==> src/dual_cam_consts.svh <==
`ifndef DUAL_CAM_CONSTS_SVH
`define DUAL_CAM_CONSTS_SVH

////////////////////////////////////////
// Frame geometry
////////////////////////////////////////

// Kept small so that a whole frame simulates quickly
`define DC_IMG_WIDTH      16
`define DC_IMG_HEIGHT     16

// Camera 2 is shrunk by this factor in each direction
`define DC_SCALE          4
`define DC_SCALED_WIDTH   (`DC_IMG_WIDTH / `DC_SCALE)
`define DC_SCALED_HEIGHT  (`DC_IMG_HEIGHT / `DC_SCALE)

////////////////////////////////////////
// Overlay window, ends are exclusive
////////////////////////////////////////

`define DC_OVL_X_START    (`DC_IMG_WIDTH - `DC_SCALED_WIDTH - 2)
`define DC_OVL_Y_START    2
`define DC_OVL_X_END      (`DC_OVL_X_START + `DC_SCALED_WIDTH)
`define DC_OVL_Y_END      (`DC_OVL_Y_START + `DC_SCALED_HEIGHT)

// Position kept inside every 4x4 block of camera 2
`define DC_SKIP_PHASE     2

// Overlay FIFO size and the level that throttles camera 2
`define DC_FIFO_DEPTH     16
`define DC_FIFO_PROG_FULL 12

`endif

==> src/dual_cam_pkg.sv <==
`include "dual_cam_consts.svh"

package dual_cam_pkg;

   // One grayscale sample from either camera
   typedef logic [7:0] pixel_t;

   // One spare bit on each coordinate so an overrun past the frame edge is visible
   typedef logic [$clog2(`DC_IMG_WIDTH):0]  coord_x_t;
   typedef logic [$clog2(`DC_IMG_HEIGHT):0] coord_y_t;

   // Split puts camera 1 left and camera 2 right
   // Overlay drops a shrunk camera 2 into a window of camera 1
   typedef enum logic {
      MERGE_SPLIT   = 1'b0,
      MERGE_OVERLAY = 1'b1
   } merge_mode_e;

endpackage

==> src/overlay_fifo_if.sv <==
`timescale 1ns/1ps

interface overlay_fifo_if;

   import dual_cam_pkg::*;

   // Read request from the merger, honoured only when the FIFO holds data
   logic   rd_en;
   // Data comes back one cycle after an accepted read
   pixel_t rd_data;
   logic   rd_valid;
   // Live occupancy flag, the merger uses it to pace camera 1
   logic   empty;

   modport fifo_side (
      input  rd_en,
      output rd_data,
      output rd_valid,
      output empty
   );

   modport merger_side (
      output rd_en,
      input  rd_data,
      input  rd_valid,
      input  empty
   );

endinterface

==> src/cam2_downscaler.sv <==
`timescale 1ns/1ps
`include "dual_cam_consts.svh"

module cam2_downscaler (
   input  logic                      clk,
   input  logic                      rst,
   input  dual_cam_pkg::merge_mode_e merge_mode_i,
   input  dual_cam_pkg::pixel_t      pixel_in2_i,
   input  logic                      pixel_in2_valid_i,
   input  logic                      pixel_in2_rready_i,
   input  logic                      fifo_prog_full_i,
   output logic                      req_scaling_o,
   output logic                      fifo_we_o,
   output dual_cam_pkg::pixel_t      fifo_wdata_o
);

   import dual_cam_pkg::*;

   coord_x_t x2;
   coord_y_t y2;
   logic     keep_col;
   logic     keep_row;

   // Tracks where the current camera 2 pixel sits in its frame
   raster_counter u_cam2_cnt (
      .clk        (clk),
      .rst        (rst),
      .advance_i  (pixel_in2_valid_i),
      .x_o        (x2),
      .y_o        (y2),
      .line_end_o ()
   );

   // Camera 2 keeps streaming until the FIFO nears full
   // The spare entries above prog-full absorb the pixel already in flight
   assign req_scaling_o = pixel_in2_rready_i && !fifo_prog_full_i;

   ////////////////////////////////////////
   // Nearest-neighbour pixel skipping
   ////////////////////////////////////////

   // One pixel survives out of each 4x4 block
   assign keep_col = ((x2 % `DC_SCALE) == `DC_SKIP_PHASE);
   assign keep_row = ((y2 % `DC_SCALE) == `DC_SKIP_PHASE);

   // Write in the same cycle as the camera 2 valid, overlay mode only
   assign fifo_we_o = (merge_mode_i == MERGE_OVERLAY) && pixel_in2_valid_i &&
                      keep_col && keep_row;

   // The kept pixel goes in untouched
   assign fifo_wdata_o = pixel_in2_i;

endmodule

==> src/dual_cam_top.sv <==
`timescale 1ns/1ps

module dual_cam_top (
   input  logic                      clk,
   input  logic                      rst,
   input  dual_cam_pkg::merge_mode_e merge_mode_i,
   input  logic                      pixel_in1_rready_i,
   input  dual_cam_pkg::pixel_t      pixel_in1_i,
   input  logic                      pixel_in1_valid_i,
   input  logic                      pixel_in2_rready_i,
   input  dual_cam_pkg::pixel_t      pixel_in2_i,
   input  logic                      pixel_in2_valid_i,
   input  logic                      pixel_out_wready_i,
   output logic                      pixel_in1_req_o,
   output logic                      pixel_in2_req_o,
   output dual_cam_pkg::pixel_t      pixel_out_o,
   output logic                      pixel_out_valid_o,
   output logic                      fifo_overflow_o,
   output logic                      fifo_underflow_o,
   output logic                      fifo_we_o,
   output logic                      fifo_re_o
);

   import dual_cam_pkg::*;

   pixel_t fifo_wdata;
   logic   fifo_prog_full;
   logic   req2_scaling;

   overlay_fifo_if fifo_rd_if ();

   // Read strobe is exported for observation
   assign fifo_re_o = fifo_rd_if.rd_en;

   cam2_downscaler u_downscaler (
      .clk                (clk),
      .rst                (rst),
      .merge_mode_i       (merge_mode_i),
      .pixel_in2_i        (pixel_in2_i),
      .pixel_in2_valid_i  (pixel_in2_valid_i),
      .pixel_in2_rready_i (pixel_in2_rready_i),
      .fifo_prog_full_i   (fifo_prog_full),
      .req_scaling_o      (req2_scaling),
      .fifo_we_o          (fifo_we_o),
      .fifo_wdata_o       (fifo_wdata)
   );

   overlay_fifo u_fifo (
      .clk         (clk),
      .rst         (rst),
      .wr_en_i     (fifo_we_o),
      .wr_data_i   (fifo_wdata),
      .prog_full_o (fifo_prog_full),
      .overflow_o  (fifo_overflow_o),
      .underflow_o (fifo_underflow_o),
      .rd          (fifo_rd_if.fifo_side)
   );

   // The merger also picks the camera 2 request for the active mode
   frame_merger u_merger (
      .clk                (clk),
      .rst                (rst),
      .merge_mode_i       (merge_mode_i),
      .pixel_in1_rready_i (pixel_in1_rready_i),
      .pixel_in1_i        (pixel_in1_i),
      .pixel_in1_valid_i  (pixel_in1_valid_i),
      .pixel_in2_rready_i (pixel_in2_rready_i),
      .pixel_in2_i        (pixel_in2_i),
      .pixel_in2_valid_i  (pixel_in2_valid_i),
      .pixel_out_wready_i (pixel_out_wready_i),
      .req2_scaling_i     (req2_scaling),
      .pixel_in1_req_o    (pixel_in1_req_o),
      .pixel_in2_req_o    (pixel_in2_req_o),
      .rd                 (fifo_rd_if.merger_side),
      .pixel_out_o        (pixel_out_o),
      .pixel_out_valid_o  (pixel_out_valid_o)
   );

endmodule

==> src/frame_merger.sv <==
`timescale 1ns/1ps
`include "dual_cam_consts.svh"

module frame_merger (
   input  logic                      clk,
   input  logic                      rst,
   input  dual_cam_pkg::merge_mode_e merge_mode_i,
   input  logic                      pixel_in1_rready_i,
   input  dual_cam_pkg::pixel_t      pixel_in1_i,
   input  logic                      pixel_in1_valid_i,
   input  logic                      pixel_in2_rready_i,
   input  dual_cam_pkg::pixel_t      pixel_in2_i,
   input  logic                      pixel_in2_valid_i,
   input  logic                      pixel_out_wready_i,
   input  logic                      req2_scaling_i,
   output logic                      pixel_in1_req_o,
   output logic                      pixel_in2_req_o,
   overlay_fifo_if.merger_side       rd,
   output dual_cam_pkg::pixel_t      pixel_out_o,
   output logic                      pixel_out_valid_o
);

   import dual_cam_pkg::*;

   coord_x_t x_req;
   coord_y_t y_req;
   coord_x_t x_val;
   logic     overlay;
   logic     in_window;
   logic     insert_done;
   logic     joint_req;
   logic     req1_overlay;
   pixel_t   merged;

   assign overlay = (merge_mode_i == MERGE_OVERLAY);

   // Position of the next pixel to be requested from camera 1
   raster_counter u_req_cnt (
      .clk        (clk),
      .rst        (rst),
      .advance_i  (pixel_in1_req_o),
      .x_o        (x_req),
      .y_o        (y_req),
      .line_end_o ()
   );

   // Position of the camera 1 pixel arriving now, one cycle behind the request
   raster_counter u_val_cnt (
      .clk        (clk),
      .rst        (rst),
      .advance_i  (pixel_in1_valid_i),
      .x_o        (x_val),
      .y_o        (),
      .line_end_o ()
   );

   ////////////////////////////////////////
   // Overlay window and requests
   ////////////////////////////////////////

   assign in_window = (x_req >= `DC_OVL_X_START) && (x_req < `DC_OVL_X_END) &&
                      (y_req >= `DC_OVL_Y_START) && (y_req < `DC_OVL_Y_END);

   // Set once the last window pixel has been pulled from the FIFO
   always_ff @(posedge clk or posedge rst) begin
      if (rst) begin
         insert_done <= 1'b0;
      end else if (rd.rd_en && (x_req == `DC_OVL_X_END - 1) &&
                   (y_req == `DC_OVL_Y_END - 1)) begin
         insert_done <= 1'b1;
      end
   end

   // Split mode pulls both cameras in lockstep
   assign joint_req = pixel_in1_rready_i && pixel_in2_rready_i && pixel_out_wready_i;

   // Camera 1 waits for overlay data until the window has been filled
   assign req1_overlay = pixel_in1_rready_i && pixel_out_wready_i &&
                         (!rd.empty || insert_done);

   // A window pixel always comes with a camera 1 request, so both land together
   assign rd.rd_en = overlay && pixel_in1_rready_i && pixel_out_wready_i &&
                     !rd.empty && in_window;

   assign pixel_in1_req_o = overlay ? req1_overlay : joint_req;
   assign pixel_in2_req_o = overlay ? req2_scaling_i : joint_req;

   ////////////////////////////////////////
   // Pixel selection and output register
   ////////////////////////////////////////

   // Right half in split mode is judged by the arriving pixel's column
   assign merged = (overlay && rd.rd_valid) ? rd.rd_data :
                   (!overlay && (x_val >= `DC_IMG_WIDTH / 2)) ? pixel_in2_i : pixel_in1_i;

   always_ff @(posedge clk or posedge rst) begin
      if (rst) begin
         pixel_out_valid_o <= 1'b0;
      end else begin
         pixel_out_valid_o <= pixel_in1_valid_i;
      end
   end

   always_ff @(posedge clk) begin
      if (pixel_in1_valid_i) begin
         pixel_out_o <= merged;
      end
   end

   // Camera 1 data may only show up the cycle after it was asked for
   a_valid1_after_req : assert property (
      @(posedge clk) disable iff (rst)
      pixel_in1_valid_i |-> $past(pixel_in1_req_o)
   );

   // With the joint request both cameras answer in the same cycle
   a_split_valids_aligned : assert property (
      @(posedge clk) disable iff (rst)
      !overlay |-> (pixel_in2_valid_i == pixel_in1_valid_i)
   );

endmodule

==> src/overlay_fifo.sv <==
`timescale 1ns/1ps
`include "dual_cam_consts.svh"

module overlay_fifo (
   input  logic                 clk,
   input  logic                 rst,
   input  logic                 wr_en_i,
   input  dual_cam_pkg::pixel_t wr_data_i,
   output logic                 prog_full_o,
   output logic                 overflow_o,
   output logic                 underflow_o,
   overlay_fifo_if.fifo_side    rd
);

   import dual_cam_pkg::*;

   localparam int PTR_W = $clog2(`DC_FIFO_DEPTH);

   pixel_t           mem [`DC_FIFO_DEPTH];
   logic [PTR_W-1:0] wr_ptr;
   logic [PTR_W-1:0] rd_ptr;
   logic [PTR_W:0]   count;
   logic             full;
   logic             wr_ok;
   logic             rd_ok;

   assign full     = (count == `DC_FIFO_DEPTH);
   assign rd.empty = (count == 0);

   // Writes into a full buffer and reads of an empty one are dropped
   assign wr_ok = wr_en_i && !full;
   assign rd_ok = rd.rd_en && !rd.empty;

   // Throttle level for the camera 2 request
   assign prog_full_o = (count >= `DC_FIFO_PROG_FULL);

   ////////////////////////////////////////
   // Pointers, occupancy and strobes
   ////////////////////////////////////////

   always_ff @(posedge clk or posedge rst) begin
      if (rst) begin
         wr_ptr      <= '0;
         rd_ptr      <= '0;
         count       <= '0;
         rd.rd_valid <= 1'b0;
         overflow_o  <= 1'b0;
         underflow_o <= 1'b0;
      end else begin
         // Pointers wrap on their own since the depth is a power of two
         if (wr_ok) begin
            wr_ptr <= wr_ptr + 1'b1;
         end
         if (rd_ok) begin
            rd_ptr <= rd_ptr + 1'b1;
         end
         count       <= count + wr_ok - rd_ok;
         rd.rd_valid <= rd_ok;
         // Error strobes, one cycle per offending request
         overflow_o  <= wr_en_i && full;
         underflow_o <= rd.rd_en && rd.empty;
      end
   end

   ////////////////////////////////////////
   // Storage and read data
   ////////////////////////////////////////

   always_ff @(posedge clk) begin
      if (wr_ok) begin
         mem[wr_ptr] <= wr_data_i;
      end
      // Read data lines up with rd_valid in the next cycle
      if (rd_ok) begin
         rd.rd_data <= mem[rd_ptr];
      end
   end

   // The occupancy must stay within the buffer whatever both sides do
   a_count_bound : assert property (
      @(posedge clk) disable iff (rst)
      count <= `DC_FIFO_DEPTH
   );

endmodule

==> src/raster_counter.sv <==
`timescale 1ns/1ps
`include "dual_cam_consts.svh"

module raster_counter (
   input  logic                   clk,
   input  logic                   rst,
   input  logic                   advance_i,
   output dual_cam_pkg::coord_x_t x_o,
   output dual_cam_pkg::coord_y_t y_o,
   output logic                   line_end_o
);

   // Flags the last column of the line
   assign line_end_o = (x_o == `DC_IMG_WIDTH - 1);

   // Frame position, cleared by the reset that precedes each frame
   always_ff @(posedge clk or posedge rst) begin
      if (rst) begin
         x_o <= '0;
         y_o <= '0;
      end else if (advance_i) begin
         if (line_end_o) begin
            // Wrap to the start of the next line
            x_o <= '0;
            y_o <= y_o + 1'b1;
         end else begin
            x_o <= x_o + 1'b1;
         end
      end
   end

   ////////////////////////////////////////
   // Checks
   ////////////////////////////////////////

   // The wrap must always catch the column before the frame edge
   a_col_in_frame : assert property (
      @(posedge clk) disable iff (rst)
      x_o < `DC_IMG_WIDTH
   );

endmodule

==> config.mk <==
export PLATFORM = sky130hd
export DESIGN_NAME = dual_cam_top
export DESIGN_NICKNAME = d
export VERILOG_FILES = /design/src/dual_cam_pkg.sv /design/src/overlay_fifo_if.sv /design/src/cam2_downscaler.sv /design/src/dual_cam_top.sv /design/src/frame_merger.sv /design/src/overlay_fifo.sv /design/src/raster_counter.sv
export VERILOG_INCLUDE_DIRS = /design/src
export SDC_FILE = /design/constraint.sdc
export NUM_CORES = 1
export LEC_CHECK = 0
export BUFFER_PORTS_ARGS = -buffer_cell sky130_fd_sc_hd__buf_2
export CELL_PAD_IN_SITES_DETAIL_PLACEMENT = 1
export CELL_PAD_IN_SITES_GLOBAL_PLACEMENT = 1
export CORE_ASPECT_RATIO = 1.5
export CORE_MARGIN = 5
export CORE_UTILIZATION = 52
export DETAILED_ROUTE_END_ITERATION = 6
export PLACE_DENSITY_LB_ADDON = 0.1
export SYNTH_ARGS = -nofsm -noshare
export SYNTH_HDL_FRONTEND = slang
export SYNTH_SLANG_ARGS = --single-unit
==> constraint.sdc <==
create_clock -name clk -period 3.4 [get_ports clk]
set_clock_uncertainty 0.2 [all_clocks]
set_input_delay 0.51 -clock clk [delete_from_list [all_inputs] [get_ports clk]]
set_output_delay 0.51 -clock clk [all_outputs]
set_load 0.05 [all_outputs]
==> metrics.csv <==
metric;value;unit
vias in the first global route;4461;
vias after detailed routing;4101;
startpoint types;flip-flop;
CTS Buf Count;17;
Worst Path Required;3.55;ns
area growth from synthesis to layout;14.3;%
antenna cell count;0;
Hold Crit Start;pixel_in1_valid_i;
top post-synthesis cells by area;edfxtp_1 57%, dfrtp_1 13%, mux4_2 9.5%;
Post-DP Area;0.00814;mm^2
uppermost routed layer;met4;
Critical R2R Launch;u_fifo.count[2];
Yosys top cell area share;0.568;
post-synth top area cell;edfxtp_1;
status;completed;
CTS tree;built;
drc violations;0;
DP Wirelength;11100;um
Starting Density;0.527;
peak supply drop;0.420;mV
reg2reg path depth;14;
Die Y-Extent;158;um
Max Freq;318;MHz
Bufs on Longest Clock Path;2;
Clk Latency, worst-skew pair;0.43;ns
setup bufs post-CTS;0;
first-pass GRT wire length;25500;um
Synth Register Bits;184;
Hold Slack;0.170;ns
number of setup violations in the final report;0;
final antenna-violating net count;0;
Core Util, Final;0.602;
global route overflow;0;
post-synthesis sequential area ratio;0.699;
final instance area;0.00871;mm^2
Total Nets Final;558;
gpl congestion;0.776;
drt total wl;16400;um
Commonest cells post-synth;144 x edfxtp_1, 40 x dfrtp_1, 32 x mux4_2;
RSZ-0062 raised after global routing;no;
Synth Warn #;0;
Lkg Pwr;3.21;nW
met2 wire len;9170;um
Yosys cell types;48;
PostCTS Resize Cnt;0;
Hold Vio Cnt, Final;0;
met3 wire len;702;um
syn nets;497;
Crit Path Max Fanout;4;
Tcrit/Tclk final;0.924;
core area;0.0145;mm^2
vias per cell;5.70;
clock net sink count;184;
die area;0.0172;mm^2
max cap viols;0;
H-Tree Depth;4;
I/O pins;39;
First DRT Iteration DRCs;351;
WS Path Type;flip-flop to flip-flop;
Main synth FF type;edfxtp_1;
Hold WC Path Type;input pin to flip-flop;
R2R Setup Slk;0.26;ns
EDFF count, synth;144;
M1 wire length;6110;um
gr usage total;0.209;
post-route non-filler standard cell count;720;
Reg2Reg Capture Point;u_fifo.count[4];
Worst-path clk slew;0.07;ns
Detailed Routing Iterations Pass 1;4;
initial antenna violation count;0;
CP Capture Type;flip-flop;
async set-reset flop share out of synthesis;0.217;
share of cells above drive strength 1;0.246;
post-layout minimum cycle time;3.14;ns
Hold Crit Depth;1;
Hold EP;u_merger.pixel_out_valid_o;
routed wire length per instance;22.8;um
Placed Cells incl. Taps;687;
Avg Cell Area, Syn;16.9;um^2
critical path arrival;3.29;ns
relative slew slack;0.491;
most frequent cell after synthesis;edfxtp_1;
Root Buffer;clkbuf_16;
pwr/cell area;665;mW/mm^2
post-synthesis cell area;0.00762;mm^2
Worst-Margin Slew;0.759;ns
largest net degree at the start of global routing;36;
Slew Limit Fails;0;
port bufs;38;
Syn Inst Count;450;
Die Width;109;um
setup TNS;0;ns
# rows;54;
-- final cells by class --
cell class	count	area (um^2)
fillers	1343	5750
flip-flops and latches	184	5330
multi-input cells	227	2130
clock buffers	17	425
repair buffers	59	363
well taps	196	245
clock inverters	15	131
inverters	22	82.6
-- power breakdown --
group	internal, mW	switching [mW]	leakage, nW	total, mW
clock	0.967	0.884	0.280	1.85
combinational	0.522	0.622	1.13	1.14
sequential	2.60	0.196	1.80	2.80
total	4.09	1.70	3.21	5.79
-- state kept, by name, indices dropped and copies added, names as in the netlist --
name	flops
u_fifo.count	5
u_downscaler.u_cam2_cnt.x_o	5
u_merger.insert_done	1
u_fifo.rd_ptr	4
u_fifo.wr_ptr	4
u_fifo.underflow_o	1
u_merger.pixel_out_o	8
u_merger.u_req_cnt.x_o	5
u_fifo.overflow_o	1
u_fifo.rd.rd_data	8
u_merger.pixel_out_valid_o	1
u_fifo.rd.rd_valid	1
u_merger.u_val_cnt.x_o	5
u_fifo.mem	128
u_merger.u_req_cnt.y_o	5
u_downscaler.u_cam2_cnt.y_o	2
-- per-layer routing --
layer  GRT usage  vias up
met5           0        -
met2       0.378       98
li1            -     1859
met4      0.0842        0
met3      0.0453       18
met1       0.240     2126
-- placed cells by master (no fill, tap or decap), types with 3 or more instances in the layout --
master / netlist / layout
xor2_1: 4 / 4
buf_2: 5 / 38
dfrtp_1: 40 / 39
a21oi_1: 5 / 5
nand4_1: 8 / 8
and4_1: 3 / 3
inv_6: 0 / 4
clkinv_4: 0 / 3
clkbuf_16: 0 / 17
buf_4: 2 / 19
a221o_1: 8 / 8
ha_1: 22 / 22
o21ai_0: 6 / 6
nand3_1: 3 / 3
edfxtp_1: 144 / 144
xnor2_1: 14 / 14
inv_8: 0 / 5
inv_1: 22 / 21
nor3_1: 6 / 6
and3_1: 10 / 10
nor2_1: 22 / 22
a22oi_1: 17 / 17
nor2b_1: 4 / 4
nor4b_1: 3 / 3
mux4_2: 32 / 32
nand2_1: 30 / 30
-- cells by family (layout without fill, tap and decap cells) --
group	count (synthesis)	in the layout	share of synthesized area
AO/OA/AOI/OAI	51	51	0.0519
XOR/XNOR	18	18	0.0207
adder cells (fa/ha/maj)	23	23	0.0388
buffers and inverters	39	113	0.0210
flip-flops	184	184	0.699
multiplexers	36	36	0.101
other	1	1	0.000492
AND/OR/NAND/NOR	98	98	0.0673
-- through the flow --
step           worst slack (ns)  power, mW
5_1_grt                  0.0201       6.10
3_5_place_dp              0.267       4.01
3_3_place_gp              0.398       3.94
4_1_cts                   0.233       5.87
6_report                  0.258       5.79
2_1_floorplan             0.350       3.66
-- worst max-delay path by stage --
stage / startpoint / end / slack (ns) / depth (start not counted)
after floorplan: u_fifo.count[2] / u_fifo.count[4] / 0.35 / 15
after global placement: u_fifo.count[2] / u_fifo.count[4] / 0.40 / 14
after detailed placement: u_fifo.count[2] / u_fifo.count[4] / 0.27 / 14
after CTS: u_fifo.count[2] / u_fifo.count[4] / 0.23 / 14
after global routing: u_fifo.count[2] / u_fifo.count[4] / 0.02 / 14
final: u_fifo.count[2] / u_fifo.count[4] / 0.26 / 14
-- critical path: stages (launching register included) --
cell and delay, ns:
dfrtp_1 0.42, inv_1 0.12, ha_1 0.24, nor4b_4 0.33, nor2_2 0.10, and4_1 0.23, ha_1 0.29, inv_1 0.06
ha_1 0.16, inv_1 0.06, fa_1 0.40, inv_1 0.08, a21oi_1 0.06, o21bai_1 0.15, xor2_1 0.16
-- timing repair --
action                                  CTS  global route
endpoints found under the hold margin    18             0
endpoints found under the setup margin    0             0
hold buffers                              1             0
(Power assumes the default switching activity.)
